<file path="src/lane_state_pkg.sv">
/*
  lane state definitions
  state encoding of the lane initialization FSM, lane data select codes and
  the mapping from each state to the ordered set it sends and expects back
*/
package lane_state_pkg;

  typedef enum logic [3:0] {
    DISABLED            = 4'b0000,
    CLD_CABLE_PROP      = 4'b0001,
    CLD_DET_DEVICE      = 4'b0010,
    CLD_PARAMETERS_1    = 4'b0011,
    CLD_PARAMETERS_2    = 4'b0100,
    CLD_CLK_SWITCH      = 4'b0101,
    TRAINING_GEN4_TS1   = 4'b0110,
    TRAINING_GEN4_TS2   = 4'b0111,
    TRAINING_GEN4_TS3   = 4'b1000,
    TRAINING_GEN4_TS4   = 4'b1001,
    TRAINING_GEN3_SLOS1 = 4'b1010,
    TRAINING_GEN3_SLOS2 = 4'b1011,
    TRAINING_GEN3_TS1   = 4'b1100,
    TRAINING_GEN3_TS2   = 4'b1101,
    CL0                 = 4'b1110
  } lane_state_t;

  // lane data select, also the code of a received ordered set on os_in
  typedef enum logic [3:0] {
    LANE_GEN3_SLOS1 = 4'd0,
    LANE_GEN3_SLOS2 = 4'd1,
    LANE_GEN3_TS1   = 4'd2,
    LANE_GEN3_TS2   = 4'd3,
    LANE_GEN4_TS1   = 4'd4,
    LANE_GEN4_TS2   = 4'd5,
    LANE_GEN4_TS3   = 4'd6,
    LANE_GEN4_TS4   = 4'd7,
    LANE_TRANSPORT  = 4'd8,
    LANE_ZEROS      = 4'd9
  } lane_sel_t;

  function automatic logic is_training_state(lane_state_t s);
    return (s >= TRAINING_GEN4_TS1) && (s <= TRAINING_GEN3_TS2);
  endfunction

  function automatic lane_sel_t state_lane_sel(lane_state_t s);
    case (s)
      TRAINING_GEN4_TS1:   return LANE_GEN4_TS1;
      TRAINING_GEN4_TS2:   return LANE_GEN4_TS2;
      TRAINING_GEN4_TS3:   return LANE_GEN4_TS3;
      TRAINING_GEN4_TS4:   return LANE_GEN4_TS4;
      TRAINING_GEN3_SLOS1: return LANE_GEN3_SLOS1;
      TRAINING_GEN3_SLOS2: return LANE_GEN3_SLOS2;
      TRAINING_GEN3_TS1:   return LANE_GEN3_TS1;
      TRAINING_GEN3_TS2:   return LANE_GEN3_TS2;
      CL0:                 return LANE_TRANSPORT;
      default:             return LANE_ZEROS; // nothing on the lanes before training
    endcase
  endfunction

endpackage

</file>
<file path="src/link_param_pkg.sv">
/*
  link parameter definitions
  generation encoding, config space address, capability bit positions in the
  cable word and in the far adapter payload, sideband transaction selects
*/
package link_param_pkg;

  typedef enum logic [1:0] {
    GEN4 = 2'b00,
    GEN3 = 2'b01,
    GEN2 = 2'b10
  } gen_t;

  localparam logic [7:0] CABLE_PROP_ADDR = 8'd18; // cable properties in config space
  localparam logic [7:0] USB4_ID         = 8'h40; // found in bits 7..0 of the cable word

  // 32-bit configuration word
  localparam int CABLE_GEN4_BIT = 21;
  localparam int CABLE_GEN3_BIT = 20;

  // 24-bit AT response payload
  localparam int ADAPTER_GEN4_BIT = 18;
  localparam int ADAPTER_GEN3_BIT = 13;

  typedef enum logic [2:0] {
    SEL_NONE       = 3'd0,
    SEL_AT_REQUEST = 3'd2
  } trans_sel_t;

endpackage

</file>
<file path="src/lane_ctrl_if.sv">
/*
  lane control interface
  carries the current lane state from the FSM to its helper blocks and
  returns the ordered-set result, the chosen speed and the cable check
*/
interface lane_ctrl_if;
  import lane_state_pkg::*;
  import link_param_pkg::*;

  lane_state_t state;      // current FSM state
  logic        state_hold; // next state equals current state
  logic        os_done;    // enough sets sent and the expected one seen
  gen_t        gen_speed;
  logic        is_usb4;

  modport fsm_mp (
    output state, state_hold,
    input  os_done, gen_speed, is_usb4
  );

  modport resolver_mp (output gen_speed, is_usb4, input state, state_hold);

  modport tracker_mp (output os_done, input state, state_hold);

  modport request_mp (input state);

endinterface

</file>
<file path="src/lane_state_fsm.sv">
/*
  lane state FSM
  walks the lane from DISABLED through the CLd sub-states and the training
  series into CL0, and registers the lane data select and status flags
*/
module lane_state_fsm (
  input  logic                      fsm_clk,
  input  logic                      reset_n,
  input  logic                      lane_disable_i,
  input  logic                      tdisabled_min_i,
  input  logic                      disconnect_sbrx_i,
  input  logic                      t_valid_i,
  input  logic                      trans_error_i,
  input  logic                      trans_sent_i,
  input  logic                      ttraining_error_timeout_i,
  input  logic                      tgen4_ts1_timeout_i,
  input  logic                      tgen4_ts2_timeout_i,
  lane_ctrl_if.fsm_mp               ctrl,
  output lane_state_pkg::lane_sel_t d_sel_o,
  output logic                      fsm_disabled_o,
  output logic                      fsm_training_o
);
  import lane_state_pkg::*;
  import link_param_pkg::*;

  lane_state_t state_q;
  lane_state_t state_d;
  logic        training_timeout;
  logic        link_up_state; // far side is expected to be present

  assign training_timeout = (is_training_state(state_q) && ttraining_error_timeout_i) ||
                            ((state_q == TRAINING_GEN4_TS1) && tgen4_ts1_timeout_i) ||
                            ((state_q == TRAINING_GEN4_TS2) && tgen4_ts2_timeout_i);

  assign link_up_state = (state_q >= CLD_PARAMETERS_1) && (state_q <= CL0);

  ////////////////////////////////////////////////////
  // next state
  ////////////////////////////////////////////////////
  always_comb
  begin
    state_d = state_q;
    case (state_q)
      DISABLED:            if (tdisabled_min_i) state_d = CLD_CABLE_PROP; // min time in DISABLED
      CLD_CABLE_PROP:      if (ctrl.is_usb4) state_d = CLD_DET_DEVICE;
      CLD_DET_DEVICE:      if (!disconnect_sbrx_i) state_d = CLD_PARAMETERS_1;
      CLD_PARAMETERS_1:    if (t_valid_i && !trans_error_i) state_d = CLD_PARAMETERS_2;
      CLD_PARAMETERS_2:    if (trans_sent_i) state_d = CLD_CLK_SWITCH; // our AT response is out
      CLD_CLK_SWITCH:
      begin
        if (ctrl.gen_speed == GEN4)
          state_d = TRAINING_GEN4_TS1;
        else
          state_d = TRAINING_GEN3_SLOS1; // GEN2 uses the GEN3 series too
      end
      TRAINING_GEN4_TS1:   if (ctrl.os_done) state_d = TRAINING_GEN4_TS2;
      TRAINING_GEN4_TS2:   if (ctrl.os_done) state_d = TRAINING_GEN4_TS3;
      TRAINING_GEN4_TS3:   if (ctrl.os_done) state_d = TRAINING_GEN4_TS4;
      TRAINING_GEN4_TS4:   if (ctrl.os_done) state_d = CL0;
      TRAINING_GEN3_SLOS1: if (ctrl.os_done) state_d = TRAINING_GEN3_SLOS2;
      TRAINING_GEN3_SLOS2: if (ctrl.os_done) state_d = TRAINING_GEN3_TS1;
      TRAINING_GEN3_TS1:   if (ctrl.os_done) state_d = TRAINING_GEN3_TS2;
      TRAINING_GEN3_TS2:   if (ctrl.os_done) state_d = CL0;
      CL0:                 state_d = CL0;
      default:             state_d = DISABLED;
    endcase

    // exits in rising priority, last one wins
    if (training_timeout)
      state_d = CLD_PARAMETERS_1;
    if (disconnect_sbrx_i && link_up_state)
      state_d = CLD_DET_DEVICE;
    if (lane_disable_i)
      state_d = DISABLED;
  end

  always_ff @(posedge fsm_clk or negedge reset_n)
  begin
    if (!reset_n)
      state_q <= DISABLED;
    else
      state_q <= state_d;
  end

  assign ctrl.state      = state_q;
  assign ctrl.state_hold = (state_d == state_q);

  ////////////////////////////////////////////////////
  // registered lane select and status
  ////////////////////////////////////////////////////
  always_ff @(posedge fsm_clk or negedge reset_n)
  begin
    if (!reset_n)
    begin
      d_sel_o        <= LANE_ZEROS;
      fsm_disabled_o <= 1'b1;
      fsm_training_o <= 1'b0;
    end
    else
    begin
      d_sel_o        <= state_lane_sel(state_q);
      fsm_disabled_o <= (state_q == DISABLED);
      fsm_training_o <= is_training_state(state_q);
    end
  end

  a_state_legal: assert property (
    @(posedge fsm_clk) disable iff (!reset_n) state_q <= CL0
  ) else $error("lane FSM left the legal state encodings");

endmodule

</file>
<file path="src/cld_param_resolver.sv">
/*
  CLd parameter resolver
  reads the cable properties, captures the far adapter generation from the
  AT response and settles on the slower of the two as the link speed
*/
module cld_param_resolver (
  input  logic                 fsm_clk,
  input  logic                 reset_n,
  input  logic [31:0]          c_data_i,
  input  logic [23:0]          payload_i,
  input  logic                 t_valid_i,
  input  logic                 trans_error_i,
  lane_ctrl_if.resolver_mp     ctrl,
  output logic [7:0]           c_address_o,
  output logic                 c_read_write_o,
  output link_param_pkg::gen_t gen_speed_o
);
  import lane_state_pkg::*;
  import link_param_pkg::*;

  gen_t cable_gen_q;
  gen_t far_gen_q;
  gen_t gen_speed_q;
  logic is_usb4_q;

  // highest generation advertised by a pair of capability bits
  function automatic gen_t gen_from_bits(logic gen4_bit, logic gen3_bit);
    if (gen4_bit)
      return GEN4;
    else if (gen3_bit)
      return GEN3;
    else
      return GEN2;
  endfunction

  always_ff @(posedge fsm_clk or negedge reset_n)
  begin
    if (!reset_n)
    begin
      cable_gen_q    <= GEN4;
      far_gen_q      <= GEN4;
      gen_speed_q    <= GEN4;
      is_usb4_q      <= 1'b0;
      c_address_o    <= 8'h00;
      c_read_write_o <= 1'b1;
    end
    else
    begin
      case (ctrl.state)
        DISABLED:
        begin
          cable_gen_q    <= GEN4;
          far_gen_q      <= GEN4;
          gen_speed_q    <= GEN4;
          is_usb4_q      <= 1'b0;
          c_address_o    <= 8'h00;
          c_read_write_o <= 1'b1;
        end
        CLD_CABLE_PROP:
        begin
          c_address_o    <= CABLE_PROP_ADDR;
          c_read_write_o <= 1'b1; // read
          if (ctrl.state_hold)
          begin
            is_usb4_q   <= (c_data_i[7:0] == USB4_ID);
            cable_gen_q <= gen_from_bits(c_data_i[CABLE_GEN4_BIT], c_data_i[CABLE_GEN3_BIT]);
          end
        end
        CLD_PARAMETERS_1:
        begin
          if (t_valid_i && !trans_error_i) // clean AT response from the far adapter
            far_gen_q <= gen_from_bits(payload_i[ADAPTER_GEN4_BIT], payload_i[ADAPTER_GEN3_BIT]);
        end
        CLD_PARAMETERS_2:
          gen_speed_q <= (cable_gen_q > far_gen_q) ? cable_gen_q : far_gen_q; // larger is slower
        default:
        begin
        end
      endcase
    end
  end

  assign ctrl.gen_speed = gen_speed_q;
  assign ctrl.is_usb4   = is_usb4_q;
  assign gen_speed_o    = gen_speed_q;

  a_gen_speed_legal: assert property (
    @(posedge fsm_clk) disable iff (!reset_n) gen_speed_q != 2'b11
  ) else $error("gen_speed holds the unused encoding");

endmodule

</file>
<file path="src/os_exchange_tracker.sv">
/*
  ordered-set exchange tracker
  counts the sets sent in the current training state and remembers whether
  the far side has answered with the same set
*/
module os_exchange_tracker #(
  parameter int OS_CNT_GEN4 = 16,
  parameter int OS_CNT_GEN3 = 32
) (
  input  logic            fsm_clk,
  input  logic            reset_n,
  input  logic            os_sent_i,
  input  logic [3:0]      os_in_i,
  lane_ctrl_if.tracker_mp ctrl
);
  import lane_state_pkg::*;

  localparam int CNT_MAX = (OS_CNT_GEN4 > OS_CNT_GEN3) ? OS_CNT_GEN4 : OS_CNT_GEN3;
  localparam int CNT_W   = $clog2(CNT_MAX + 1);

  logic [CNT_W-1:0] os_cnt_q;
  logic [CNT_W-1:0] os_target;
  logic             in_training;
  logic             gen4_series;
  logic             count_reached;
  logic             os_match;
  logic             os_match_q;
  logic             os_done_q;

  assign in_training   = is_training_state(ctrl.state);
  assign gen4_series   = (ctrl.state >= TRAINING_GEN4_TS1) && (ctrl.state <= TRAINING_GEN4_TS4);
  assign os_target     = gen4_series ? CNT_W'(OS_CNT_GEN4) : CNT_W'(OS_CNT_GEN3);
  assign count_reached = (os_cnt_q >= os_target);
  assign os_match      = (os_in_i == state_lane_sel(ctrl.state)); // far side sends the same set

  always_ff @(posedge fsm_clk or negedge reset_n)
  begin
    if (!reset_n)
    begin
      os_cnt_q   <= '0;
      os_match_q <= 1'b0;
      os_done_q  <= 1'b0;
    end
    else if (!in_training || !ctrl.state_hold) // fresh start on every state change
    begin
      os_cnt_q   <= '0;
      os_match_q <= 1'b0;
      os_done_q  <= 1'b0;
    end
    else
    begin
      if (os_sent_i && !count_reached)
        os_cnt_q <= os_cnt_q + 1'b1; // saturates at the target
      if (os_match)
        os_match_q <= 1'b1;
      os_done_q <= count_reached && (os_match_q || os_match);
    end
  end

  assign ctrl.os_done = os_done_q;

  a_cnt_idle: assert property (
    @(posedge fsm_clk) disable iff (!reset_n) !in_training |-> (os_cnt_q == '0)
  ) else $error("ordered-set count is nonzero outside training");

endmodule

</file>
<file path="src/at_request_ctrl.sv">
/*
  AT request control
  issues the one-shot parameter request in CLD_PARAMETERS_1, repeats it
  after a bad response, and drives the sideband disconnect level
*/
module at_request_ctrl (
  input  logic                       fsm_clk,
  input  logic                       reset_n,
  input  logic                       trans_error_i,
  lane_ctrl_if.request_mp            ctrl,
  output link_param_pkg::trans_sel_t trans_sel_o,
  output logic                       disconnect_sbtx_o
);
  import lane_state_pkg::*;
  import link_param_pkg::*;

  logic in_params;
  logic send_q;  // request armed one cycle after entry
  logic sent_q;  // request already issued in this visit
  logic issue;

  assign in_params = (ctrl.state == CLD_PARAMETERS_1);
  assign issue     = in_params && ((send_q && !sent_q) || trans_error_i); // error means retry

  always_ff @(posedge fsm_clk or negedge reset_n)
  begin
    if (!reset_n)
    begin
      send_q            <= 1'b0;
      sent_q            <= 1'b0;
      trans_sel_o       <= SEL_NONE;
      disconnect_sbtx_o <= 1'b1; // zeros on sbtx
    end
    else
    begin
      send_q            <= in_params;
      sent_q            <= in_params && (sent_q || issue);
      trans_sel_o       <= issue ? SEL_AT_REQUEST : SEL_NONE;
      disconnect_sbtx_o <= (ctrl.state == DISABLED) || (ctrl.state == CLD_CABLE_PROP);
    end
  end

  a_trans_sel_legal: assert property (
    @(posedge fsm_clk) disable iff (!reset_n) trans_sel_o inside {SEL_NONE, SEL_AT_REQUEST}
  ) else $error("unexpected transaction select");

endmodule

</file>
<file path="src/lane_init_top.sv">
/*
  lane initialization top level
  connects the lane FSM to the parameter resolver, the ordered-set tracker
  and the AT request control over one lane control interface
*/
module lane_init_top #(
  parameter int OS_CNT_GEN4 = 16,
  parameter int OS_CNT_GEN3 = 32
) (
  input  logic        fsm_clk,
  input  logic        reset_n,
  input  logic [3:0]  os_in_i,
  input  logic        disconnect_sbrx_i,
  input  logic [23:0] payload_i,
  input  logic        trans_error_i,
  input  logic        t_valid_i,
  input  logic        os_sent_i,
  input  logic [31:0] c_data_i,
  input  logic        lane_disable_i,
  input  logic        tdisabled_min_i,
  input  logic        ttraining_error_timeout_i,
  input  logic        tgen4_ts1_timeout_i,
  input  logic        tgen4_ts2_timeout_i,
  input  logic        trans_sent_i,
  output logic [2:0]  trans_sel_o,
  output logic        disconnect_sbtx_o,
  output logic        fsm_disabled_o,
  output logic        fsm_training_o,
  output logic [3:0]  d_sel_o,
  output logic [1:0]  gen_speed_o,
  output logic [7:0]  c_address_o,
  output logic        c_read_write_o
);

  lane_ctrl_if ctrl_if ();

  lane_state_fsm u_fsm (
    .fsm_clk                   (fsm_clk),
    .reset_n                   (reset_n),
    .lane_disable_i            (lane_disable_i),
    .tdisabled_min_i           (tdisabled_min_i),
    .disconnect_sbrx_i         (disconnect_sbrx_i),
    .t_valid_i                 (t_valid_i),
    .trans_error_i             (trans_error_i),
    .trans_sent_i              (trans_sent_i),
    .ttraining_error_timeout_i (ttraining_error_timeout_i),
    .tgen4_ts1_timeout_i       (tgen4_ts1_timeout_i),
    .tgen4_ts2_timeout_i       (tgen4_ts2_timeout_i),
    .ctrl                      (ctrl_if),
    .d_sel_o                   (d_sel_o),
    .fsm_disabled_o            (fsm_disabled_o),
    .fsm_training_o            (fsm_training_o)
  );

  cld_param_resolver u_resolver (
    .fsm_clk        (fsm_clk),
    .reset_n        (reset_n),
    .c_data_i       (c_data_i),
    .payload_i      (payload_i),
    .t_valid_i      (t_valid_i),
    .trans_error_i  (trans_error_i),
    .ctrl           (ctrl_if),
    .c_address_o    (c_address_o),
    .c_read_write_o (c_read_write_o),
    .gen_speed_o    (gen_speed_o)
  );

  os_exchange_tracker #(
    .OS_CNT_GEN4 (OS_CNT_GEN4),
    .OS_CNT_GEN3 (OS_CNT_GEN3)
  ) u_tracker (
    .fsm_clk   (fsm_clk),
    .reset_n   (reset_n),
    .os_sent_i (os_sent_i),
    .os_in_i   (os_in_i),
    .ctrl      (ctrl_if)
  );

  at_request_ctrl u_request (
    .fsm_clk           (fsm_clk),
    .reset_n           (reset_n),
    .trans_error_i     (trans_error_i),
    .ctrl              (ctrl_if),
    .trans_sel_o       (trans_sel_o),
    .disconnect_sbtx_o (disconnect_sbtx_o)
  );

endmodule

</file>
<file path="config.mk">
export PLATFORM = sky130hd
export DESIGN_NAME = lane_init_top
export DESIGN_NICKNAME = d
export VERILOG_FILES = /design/src/lane_state_pkg.sv /design/src/link_param_pkg.sv /design/src/lane_ctrl_if.sv /design/src/lane_state_fsm.sv /design/src/cld_param_resolver.sv /design/src/os_exchange_tracker.sv /design/src/at_request_ctrl.sv /design/src/lane_init_top.sv
export SDC_FILE = /design/constraint.sdc
export NUM_CORES = 1
export LEC_CHECK = 0
export ABC_AREA = 1
export BUFFER_PORTS_ARGS = -buffer_cell sky130_fd_sc_hd__buf_2
export CAP_MARGIN = 10
export CORE_ASPECT_RATIO = 0.9
export CORE_MARGIN = 2
export CORE_UTILIZATION = 49
export CTS_CLUSTER_SIZE = 8
export DETAILED_ROUTE_END_ITERATION = 8
export PLACE_DENSITY = 0.81
export REMOVE_ABC_BUFFERS = 1
export SLEW_MARGIN = 20
export SYNTH_ARGS = -nofsm -noshare
export SYNTH_HDL_FRONTEND = slang
export SYNTH_HIERARCHICAL = 1
export SYNTH_SLANG_ARGS = --single-unit
</file>
<file path="constraint.sdc">
create_clock -name fsm_clk -period 2.75 [get_ports fsm_clk]
set_input_delay 0.275 -clock fsm_clk [delete_from_list [all_inputs] [get_ports fsm_clk]]
set_output_delay 0.275 -clock fsm_clk [all_outputs]
set_load 0.02 [all_outputs]
</file>
Word level (Yosys, flattened, before mapping)

Memory sizes are Yosys's and may differ from the RTL's. A register that Yosys moved wholly into a read port is not among the register bits.
Index checks and enable logic that the tools add are counted.

Magnitude comparators: 7
Reductions and logical operators: 36
Add/sub/neg operators: 1
Eq/ne operators: 19
Muxes and demuxes: 37

Operators by type and width:

| kind                                                              | number |
|---|---|
| two-way mux 4 bit                                                 | 16 |
| one-hot mux 4 bit (14 select lines)                               | 1 |
| equality test 4 bit, second input constant                        | 7 |
| two-way mux 6 bit                                                 | 3 |
| equality test 4 x 3 -> 1 bit, second input constant               | 4 |
| two-way mux 2 bit                                                 | 8 |
| one-hot mux 8 bit (2 select lines)                                | 1 |
| logical AND 1 bit                                                 | 13 |
| <= comparator 4 bit, second input constant                        | 3 |
| one-hot mux 2 bit (2 select lines)                                | 3 |
| nonzero test 2 bit                                                | 5 |
| equality test 4 x 2 -> 1 bit, second input constant               | 2 |
| equality test 4 bit                                               | 2 |
| equality test 8 x 7 -> 1 bit, second input constant               | 1 |
| logical OR 1 bit                                                  | 7 |
| adder 6 x 1 -> 6 bit, second input constant                       | 1 |
| greater-or-equal comparator 6 bit                                 | 1 |
| logical NOT 1 bit                                                 | 6 |
| equality test 4 x 1 -> 1 bit, second input constant               | 1 |
| greater-or-equal comparator 4 x 2 -> 1 bit, second input constant | 1 |
| greater-or-equal comparator 4 x 3 -> 1 bit, second input constant | 1 |
| logical NOT 4 bit                                                 | 1 |
| two-way mux 1 bit                                                 | 4 |
| AND reduction 2 bit                                               | 2 |
| 6 further kinds                                                   | 6 |

Memories: 2
Output and inout port bits: 21
Memory bits (read-only): 128
Bits in registers: 35

Memory list:

| name             | words | width | read ports | clocked after memory_dff | write ports | RTL line             | RTL |
|---|---|---|---|---|---|---|---|
| (name not given) | 16    | 4     | 1          | 1                        | 0           | lane_state_pkg.sv:45 | `case (s)` |
| (name not given) | 16    | 4     | 1          | 0                        | 0           | lane_state_pkg.sv:45 |  |

Depth between registers and ports, before layout

Gate-level depths: netlist of run 1.

Depth after elaboration: 12
Depth in mapped cells: 17
Mapped depth without buffers: 16

Cells and area by module

The synthesis of run 1 kept the hierarchy.

By module, submodules not included:

| module              | seq. area each (um2) | area an instance (um2) | times used | cells each |
|---|---|---|---|---|
| lane_state_fsm      | 254.0                | 880.8                  | 1          | 132 |
| cld_param_resolver  | 200.2                | 629.4                  | 1          | 88 |
| os_exchange_tracker | 200.2                | 595.6                  | 1          | 84 |
| at_request_ctrl     | 101.3                | 165.2                  | 1          | 18 |

Least setup slack after synthesis of run 1

Ideal clock, no wire load.

Path type: reg-to-reg
Start point: register u_fsm.state_q[2], in the netlist u_fsm/ctrl.state[2]
End point: register u_tracker.os_cnt_q[0]
Slack: 0.734 ns
Period minus slack after synthesis: 2.016 ns
Arrival: 1.940 ns
Path buffers: 1
Cell stages (with the launch flop): 16
Cell sequence: dfrtp_1 > buf_6 > inv_4 > nor2_2 > nand2_2 > o211ai_2 > nand2_2 > nand2_1 > nand2_1 > nor2_1 > nand2_1 > nor2_2 > nand3_1 > inv_2 > nand2_1 > o21ai_1

Longest elaborated chain between the ends: 12
Elaborated cells between the ends (all ways): 56
Those cells by class: order compare: 6; eq/ne: 15; mux: 18; reduce/logical: 17

Ends and longest elaborated chain:

| item                                                                              | RTL line                  | RTL |
|---|---|---|
| start: declaration                                                                | lane_state_fsm.sv:26      | `lane_state_t state_q;` |
| start signal: assignment                                                          | lane_state_fsm.sv:82      | `state_q <= state_d;` |
| greater-or-equal comparator 4 x 3 -> 1 bit or <= comparator 4 bit (tied branches) | lane_state_pkg.sv:41      | `return (s >= TRAINING_GEN4_TS1) && (s <= TRAINING_GEN3_TS2);` |
| logical AND 1 bit                                                                 | lane_state_pkg.sv:41      |  |
| logical AND 1 bit                                                                 | lane_state_fsm.sv:31      | `assign training_timeout = (is_training_state(state_q) && ttraining_error_timeout_i) \|\|` |
| logical OR 1 bit                                                                  | lane_state_fsm.sv:31      |  |
| logical OR 1 bit                                                                  | lane_state_fsm.sv:32      | `((state_q == TRAINING_GEN4_TS1) && tgen4_ts1_timeout_i) \|\|` |
| two-way mux 4 bit                                                                 | lane_state_fsm.sv:69      | `if (training_timeout)` |
| two-way mux 4 bit                                                                 | lane_state_fsm.sv:71      | `if (disconnect_sbrx_i && link_up_state)` |
| two-way mux 4 bit                                                                 | lane_state_fsm.sv:73      | `if (lane_disable_i)` |
| equality test 4 bit (*)                                                           | lane_state_fsm.sv:86      | `assign ctrl.state_hold = (state_d == state_q);` |
| net ctrl_if.state_hold                                                            | lane_ctrl_if.sv:11        | `logic state_hold;` |
| logical NOT 1 bit (*)                                                             | os_exchange_tracker.sv:44 | `else if (!in_training \|\| !ctrl.state_hold)` |
| logical OR 1 bit (*)                                                              | os_exchange_tracker.sv:44 |  |
| two-way mux 6 bit or nonzero test 2 bit (tied branches)                           | n/a                       |  |
| end signal: assignment                                                            | os_exchange_tracker.sv:53 | `os_cnt_q <= os_cnt_q + 1'b1;` |
| end: declaration                                                                  | os_exchange_tracker.sv:21 | `logic [CNT_W-1:0] os_cnt_q;` |

The timed path passes the listed nets; every way through them passes the cells marked *.
A chain may end at the register's enable or synchronous reset.

Final worst setup path of run 1

Start point: register u_fsm.state_q[0], in the netlist u_fsm/ctrl.state[0]
End point: register u_tracker.os_cnt_q[4]

The elaborated chain is that of the path after synthesis.

==> results of run 1 <==
layout make-up:
class	instances	area, sq um	share of cell area (%)
inverter	51	194	7.57
tap	62	77.6	3.03
clock buffer	6	82.6	3.22
multi-input combinational	231	1210	47.4
sequential	30	756	29.5
clock inverter	2	12.5	0.489
timing repair buffer	43	225	8.79
cells in the mapped netlist (all sizes together):
master   n
a21oi    5
a31oi    2
buf     16
clkinv   1
conb     3
dfrtp   26
dfstp    4
ha       7
inv     50
nand2   89
nand3   55
nand4    3
nor2    44
nor3     4
nor4     1
o211ai   1
o21ai    8
o21bai   1
o31ai    1
xor2     1
sequential cells by signal (all words and copies together) (netlist names), 2 cells and up:
register	flops
u_fsm/d_sel_o	4
u_resolver/ctrl.gen_speed	2
u_tracker/os_cnt_q	6
u_resolver/far_gen_q	2
u_resolver/cable_gen_q	2
u_fsm/ctrl.state	4
power by group through the flow:
stage               registers [mW]  clock network, mW  logic [mW]
floorplan                    0.470                  0      0.0687
global placement             0.466                  0       0.123
detailed placement           0.466                  0       0.127
CTS                          0.458              0.390       0.128
global route                 0.459              0.413       0.143
finish                       0.458              0.383       0.128
worst min-delay path by stage:
stage / start / to / slack (ps) / cells after the start
2_1_floorplan: reset_n / u_fsm/ctrl.state[0] / -20 / 0
3_3_place_gp: reset_n / u_request/trans_sel_o[1] / 350 / 1
3_5_place_dp: reset_n / u_request/trans_sel_o[1] / 360 / 1
4_1_cts: reset_n / u_resolver/far_gen_q[0] / 50 / 1
5_1_grt: reset_n / u_resolver/cable_gen_q[0] / 70 / 1
6_report: reset_n / u_request/sent_q / 10 / 1
metrics by stage:
step	hold slack, ps	utilization, %	power (mW)	instances	setup slack, ps
detailed placement	357	55.2	0.593	417	342
CTS	48.1	57.3	0.976	425	318
finish	14.7	57.4	0.968	425	313
floorplan	-20.6	-	0.539	312	591
global route	70.9	57.4	1.01	425	6.02
global placement	354	55.2	0.588	417	367
placed cells by master (no fill, tap or decap), types with 5 or more instances in the layout:
cell,count
inv_1,43
nor2_4,5
inv_2,6
a21oi_1,5
dfrtp_1,26
conb_1,9
nand3_2,7
clkbuf_8,6
buf_2,39
nand2_2,9
nor2_2,7
ha_1,7
nand3_1,48
nor2_1,32
nand2_1,76
worst max-delay path, delay by kind of cell, from the launching register on:
kind,cells,cell delay (ps)
and+or+nand+nor,12,1400
DFF,1,570
buffers and inverters,2,250
AOI/OAI and AO/OA,1,140
per-layer routing:
metal / global-route usage [%] / vias to the layer above / wire length (microns)
met4: 7.24 / 0 / 68
met5: 0 / - / 0
li1: - / 1070 / -
met3: 4.36 / 11 / 301
met2: 33.3 / 72 / 2260
met1: 26.2 / 934 / 2150
timing repair:
item,4_1_cts,5_1_grt
setup buffers,0,0
setup endpoints to repair,0,1
resized for setup,0,1
logic make-up (layout without fill, tap and decap cells):
| family | count (synthesis) | in the layout | share of synthesized area, % |
|---|---|---|---|
| DFF | 30 | 30 | 33.3 |
| adders and majority gates | 7 | 7 | 3.86 |
| other | 3 | 9 | 0.496 |
| AOI/OAI and AO/OA | 18 | 18 | 4.63 |
| buffers and inverters | 67 | 102 | 14.5 |
| and+or+nand+nor | 196 | 196 | 42.9 |
| xor gates and xnor gates | 1 | 1 | 0.386 |
==> flow_summary_export.csv, run 1 <==
group,metric,value,unit
clock_network,cts-root-buf,"clkbuf_8",
worst_setup_path,reg2reg_slack,310,ps
clock_network,ctsHoldBuffers,0,
worst_setup_path,rr_endpoint,"u_tracker/os_cnt_q[4]",
logic_synthesis,synth_warnings,6,
place,portBuffers,39,
route,drtAntennaViolNets,0,
sta,period_share,88.6,%
worst_setup_path,rr_worst_depth,15,
min_path,hold_class,"in2async",
clock_network,path_clk_slew,70,ps
worst_setup_path,critPathKind,"reg2reg",
place,hpwlAfterDp,3590,microns
global_routing,overflow,0,
power,power.density,378,nW/um^2
worst_setup_path,endpoint,"u_tracker/os_cnt_q[4]",
logic_synthesis,synth_top_area_share,28.7,%
final_layout,syn_to_final_growth,12.8,%
power,irDropWorstVdd,0.000220,V
worst_setup_path,endpoint_kind,"flop",
sta,clock_skew,4.15,ps
sta,setup_tns,0,ps
route,routed_wl,4780,microns
sta,fmaxAchievable,0.410,GHz
worst_setup_path,critPathSlowestCell,"dfrtp_1",
route,drtIter0Drc,110,
route,vias_per_cell,4.91,
worst_setup_path,crit_fanout,13,
power,comb_power_share,13.2,%
worst_setup_path,critical_path.most_common_cell,"nand2_1",
logic_synthesis,synth_area_leaders,"dfrtp_1, nand2_1, nand3_1, inv_1, nor2_1",
floorplanning,die_x,75.8,microns
sta,hold_viol,0,
sta,rsz0062_at_grt,"no",
global_routing,grt_usage,20.3,%
logic_synthesis,netlist_area,2270,sq um
power,pwr-share-seq,47.3,%
run,drv_cap,0,
sta,tightest_slew,671,ps
global_routing,grt_pass1_wl,8000,microns
clock_network,h-tree-depth,2,
clock_network,numCtsBuffers,5,
worst_setup_path,cp.required,2970,ps
power,power.switching,0.276,mW
place,globalplace.congestion,0.887,
global_routing,grt_max_degree,31,
floorplanning,core_region_area,4460,sq um
logic_synthesis,syn_area_per_cell,7.05,sq um
route,wl_per_cell,11.2,microns
floorplanning,initial_utilization,50.9,%
worst_setup_path,cp-start-kind,"flop",
worst_setup_path,cp.arrival,2650,ps
power,clkPwrFrac,39.5,%
outcome,status,"complete, no violations",
power,p_int,0.692,mW
floorplanning,rows,23,
sta,maxSlewViolCount,0,
floorplanning,io_pins,93,
clock_network,cts_tree,"built",
logic_synthesis,synthCells,322,
final_layout,final_area,2560,sq um
final_layout,n_fill_cell,418,
sta,setup_viol,0,
worst_setup_path,slowest_delay,570,ps
global_routing,grt_pass1_vias,1861,
logic_synthesis,ys_ff_latch,30,
worst_setup_path,crit_chain,"nand2_4 > inv_2 > nand3_1 > nand3_2 > nor2_4 > nand2_2 > nand2_1 > nand2_1 > nor2_1 > nand2_1 > nor2_2 > nand3_1 > inv_2 > nand2_1 > o21ai_1",
floorplanning,fp.dieArea,5200,sq um
route,drc_errors,0,
final_layout,drive_gt1_share,26.7,%
route,vias,2087,
power,swShare,28.5,%
clock_network,clock_sinks,30,
final_layout,nets,441,
logic_synthesis,synth_top_area_cell,"dfrtp_1",
sta,period_needed,2440,ps
clock_network,clk_path_buf_depth,2,
global_routing,antenna_found_initial,0,
place,placed_cell_area,2460,sq um
clock_network,clk_latency,290,ps
sta,relSlewSlack,55.3,%
floorplanning,die_h,68.6,microns
route,drtPass1Iterations,4,
power,leakage,1.42,nW
logic_synthesis,ys_seq_area_share,33.3,%
worst_setup_path,crit_start,"u_fsm/ctrl.state[0]",
final_layout,n_antenna_cell,0,
worst_setup_path,r2r-start,"u_fsm/ctrl.state[0]",
logic_synthesis,synth.distinct_cells,31,
Note: power is estimated with default switching activity, not from simulation.
==> run 2, diff against run 1 <==
--- a/config.mk
+++ b/config.mk
@@ -8,12 +8,14 @@
 export ABC_AREA = 1
 export BUFFER_PORTS_ARGS = -buffer_cell sky130_fd_sc_hd__buf_2
 export CAP_MARGIN = 10
+export CELL_PAD_IN_SITES_DETAIL_PLACEMENT = 0
+export CELL_PAD_IN_SITES_GLOBAL_PLACEMENT = 2
 export CORE_ASPECT_RATIO = 0.9
 export CORE_MARGIN = 2
-export CORE_UTILIZATION = 49
+export CORE_UTILIZATION = 25
 export CTS_CLUSTER_SIZE = 8
 export DETAILED_ROUTE_END_ITERATION = 8
-export PLACE_DENSITY = 0.81
+export PLACE_DENSITY_LB_ADDON = 0.1
 export REMOVE_ABC_BUFFERS = 1
 export SLEW_MARGIN = 20
 export SYNTH_ARGS = -nofsm -noshare
==> run 2 against run 1 <==
Sequential share of layout area decreased by 1.3 points. Critical path depth increased by 1. Setup slack improved by 67 ps. Routed wire length increased by 20%. Worst hold slack improved by 37 ps. Via count decreased by 2.5%. Clock skew about the same. Fmax increased by 2.8%. Utilization decreased by 27 points. Cell count increased by 15%. Critical endpoint unchanged.
==> flow_summary_export.csv, run 2 (synthesis gave the netlist of run 1 again) <==
group,metric,value,unit
clock_network,path_clk_slew,70,ps
final_layout,utilization,30.8,%
run,drv_cap,0,
sta,maxSlewViolCount,0,
route,wl_per_cell,11.7,microns
final_layout,largest_reg_flops,6,
worst_setup_path,endpoint_kind,"flop",
clock_network,clk_path_buf_depth,2,
final_layout,top_register,"u_tracker/os_cnt_q",
worst_setup_path,crit_chain,"buf_4 > nor2_2 > nand2_1 > nand2_1 > o21ai_0 > nand2_1 > nand2_1 > nand2_1 > nand2_1 > nor2_1 > nand2_1 > nor2_2 > nand3_1 > inv_2 > nand2_1 > o21ai_1",
worst_setup_path,rr_worst_depth,16,
worst_setup_path,critPathSlowestCell,"dfrtp_1",
sta,relSlewSlack,51.3,%
worst_setup_path,critical_path.most_common_cell,"nand2_1",
sta,fin_worst_hold_slack,51.2,ps
place,portBuffers,39,
final_layout,final_area,2680,sq um
worst_setup_path,crit_fanout,8,
power,irDropWorstVdd,0.000125,V
worst_setup_path,slowest_delay,520,ps
power,leakage,1.46,nW
sta,fmaxAchievable,0.422,GHz
floorplanning,die_h,94.4,microns
floorplanning,io_pins,93,
floorplanning,core_region_area,8690,sq um
clock_network,ctsHoldBuffers,0,
sta,setup_tns,0,ps
floorplanning,fp.dieArea,9860,sq um
final_layout,layout_common_cells,"nand2_1, nand3_1, inv_1, buf_2, nor2_1",
final_layout,syn_to_final_growth,18.0,%
clock_network,h-tree-depth,2,
worst_setup_path,crit_start,"u_fsm/ctrl.state[1]",
worst_setup_path,cp.required,2960,ps
outcome,status,"complete, no violations",
sta,clock_skew,4.26,ps
place,pre_cts_ws,345,ps
clock_network,clk_latency,280,ps
worst_setup_path,cp.arrival,2580,ps
floorplanning,initial_utilization,26.1,%
sta,period_share,86.2,%
final_layout,fin_cells,489,
global_routing,grt_usage,12.5,%
place,placed_cell_area,2600,sq um
global_routing,overflow,0,
min_path,hold_class,"in2async",
route,drtPass1Iterations,4,
route,drtIter0Drc,74,
floorplanning,die_x,104,microns
worst_setup_path,critPathKind,"reg2reg",
final_layout,nets,448,
sta,setup_viol,0,
sta,rsz0062_at_grt,"no",
route,drc_errors,0,
final_layout,reg.largest.list,"u_tracker/os_cnt_q (6), u_fsm/ctrl.state (4), u_fsm/d_sel_o (4)",
global_routing,grt_max_degree,31,
final_layout,n_antenna_cell,0,
sta,tightest_slew,731,ps
worst_setup_path,r2r-start,"u_fsm/ctrl.state[1]",
route,drtAntennaViolNets,0,
route,vias,2035,
sta,hold_viol,0,
worst_setup_path,cp-start-kind,"flop",
power,power.total,0.945,mW
global_routing,grt_pass1_wl,9780,microns
route,routed_wl,5720,microns
global_routing,grt_pass1_vias,2002,
power,power.density,353,nW/um^2
place,dp.cells,481,
clock_network,clock_sinks,30,
route,vias_per_cell,4.16,
clock_network,cts-root-buf,"clkbuf_8",
clock_network,cts_tree,"built",
floorplanning,rows,32,
place,globalplace.congestion,0.747,
place,hpwlAfterDp,4420,microns
clock_network,numCtsBuffers,5,
global_routing,antenna_found_initial,0,
clock_network,cts_setup_buffers,0,
final_layout,layout_commonest_cell,"nand2_1",
clock_network,ctsResizeCount,0,
final_layout,drive_gt1_share,27.8,%
sta,finalWorstSetupSlack,380,ps
sta,period_needed,2370,ps
[run 2: cell count changes in the layout (fill, tap and decap cells not counted), sizes merged]
cell	change
buf	+7
clkinv	+1
clkinvlp	-1
[run 2: path summary, 6_finish.rpt]
| check | endpoint | slack (ps) |
|---|---|---|
| min in group fsm_clk | u_resolver/cable_gen_q[0] | 230 |
| min reg2reg | u_request/sent_q | 510 |
| max in group asynchronous | u_tracker/os_cnt_q[3] | 2230 |
| min | u_request/trans_sel_o[1] | 50 |
| max | u_tracker/os_cnt_q[4] | 380 |
| max reg2reg | u_tracker/os_cnt_q[4] | 380 |
[run 2: power by group]
group          total (mW)  switching (mW)  internal [mW]  leakage, nW
Combinational       0.135          0.0889         0.0465         1.01
Clock               0.354           0.178          0.175       0.0450
Sequential          0.456         0.00796          0.448        0.402
Total               0.945           0.275          0.670         1.46
[run 2: area by class of cell]
| cell class | count | area, sq um |
|---|---|---|
| Inverter | 51 | 194 |
| Clock buffer | 6 | 72.6 |
| Fill cell | 1004 | 6010 |
| Tap cell | 119 | 149 |
| Multi-Input combinational cell | 231 | 1210 |
| Clock inverter | 2 | 10.0 |
| Sequential cell | 30 | 756 |
| Timing Repair Buffer | 50 | 290 |
[run 2: layer usage]
layer	global-route usage [%]	part of all wire [%]
met2	20.3	43
met3	2.76	4.7
met5	0	0
met4	3.72	0.80
met1	16.8	51
[run 2: worst max-delay path, delay by kind of cell (launching register included)]
kind	cells	cell delay, ps
buf+inv	2	400
simple gates	12	1160
compound gates	2	200
flops	1	520
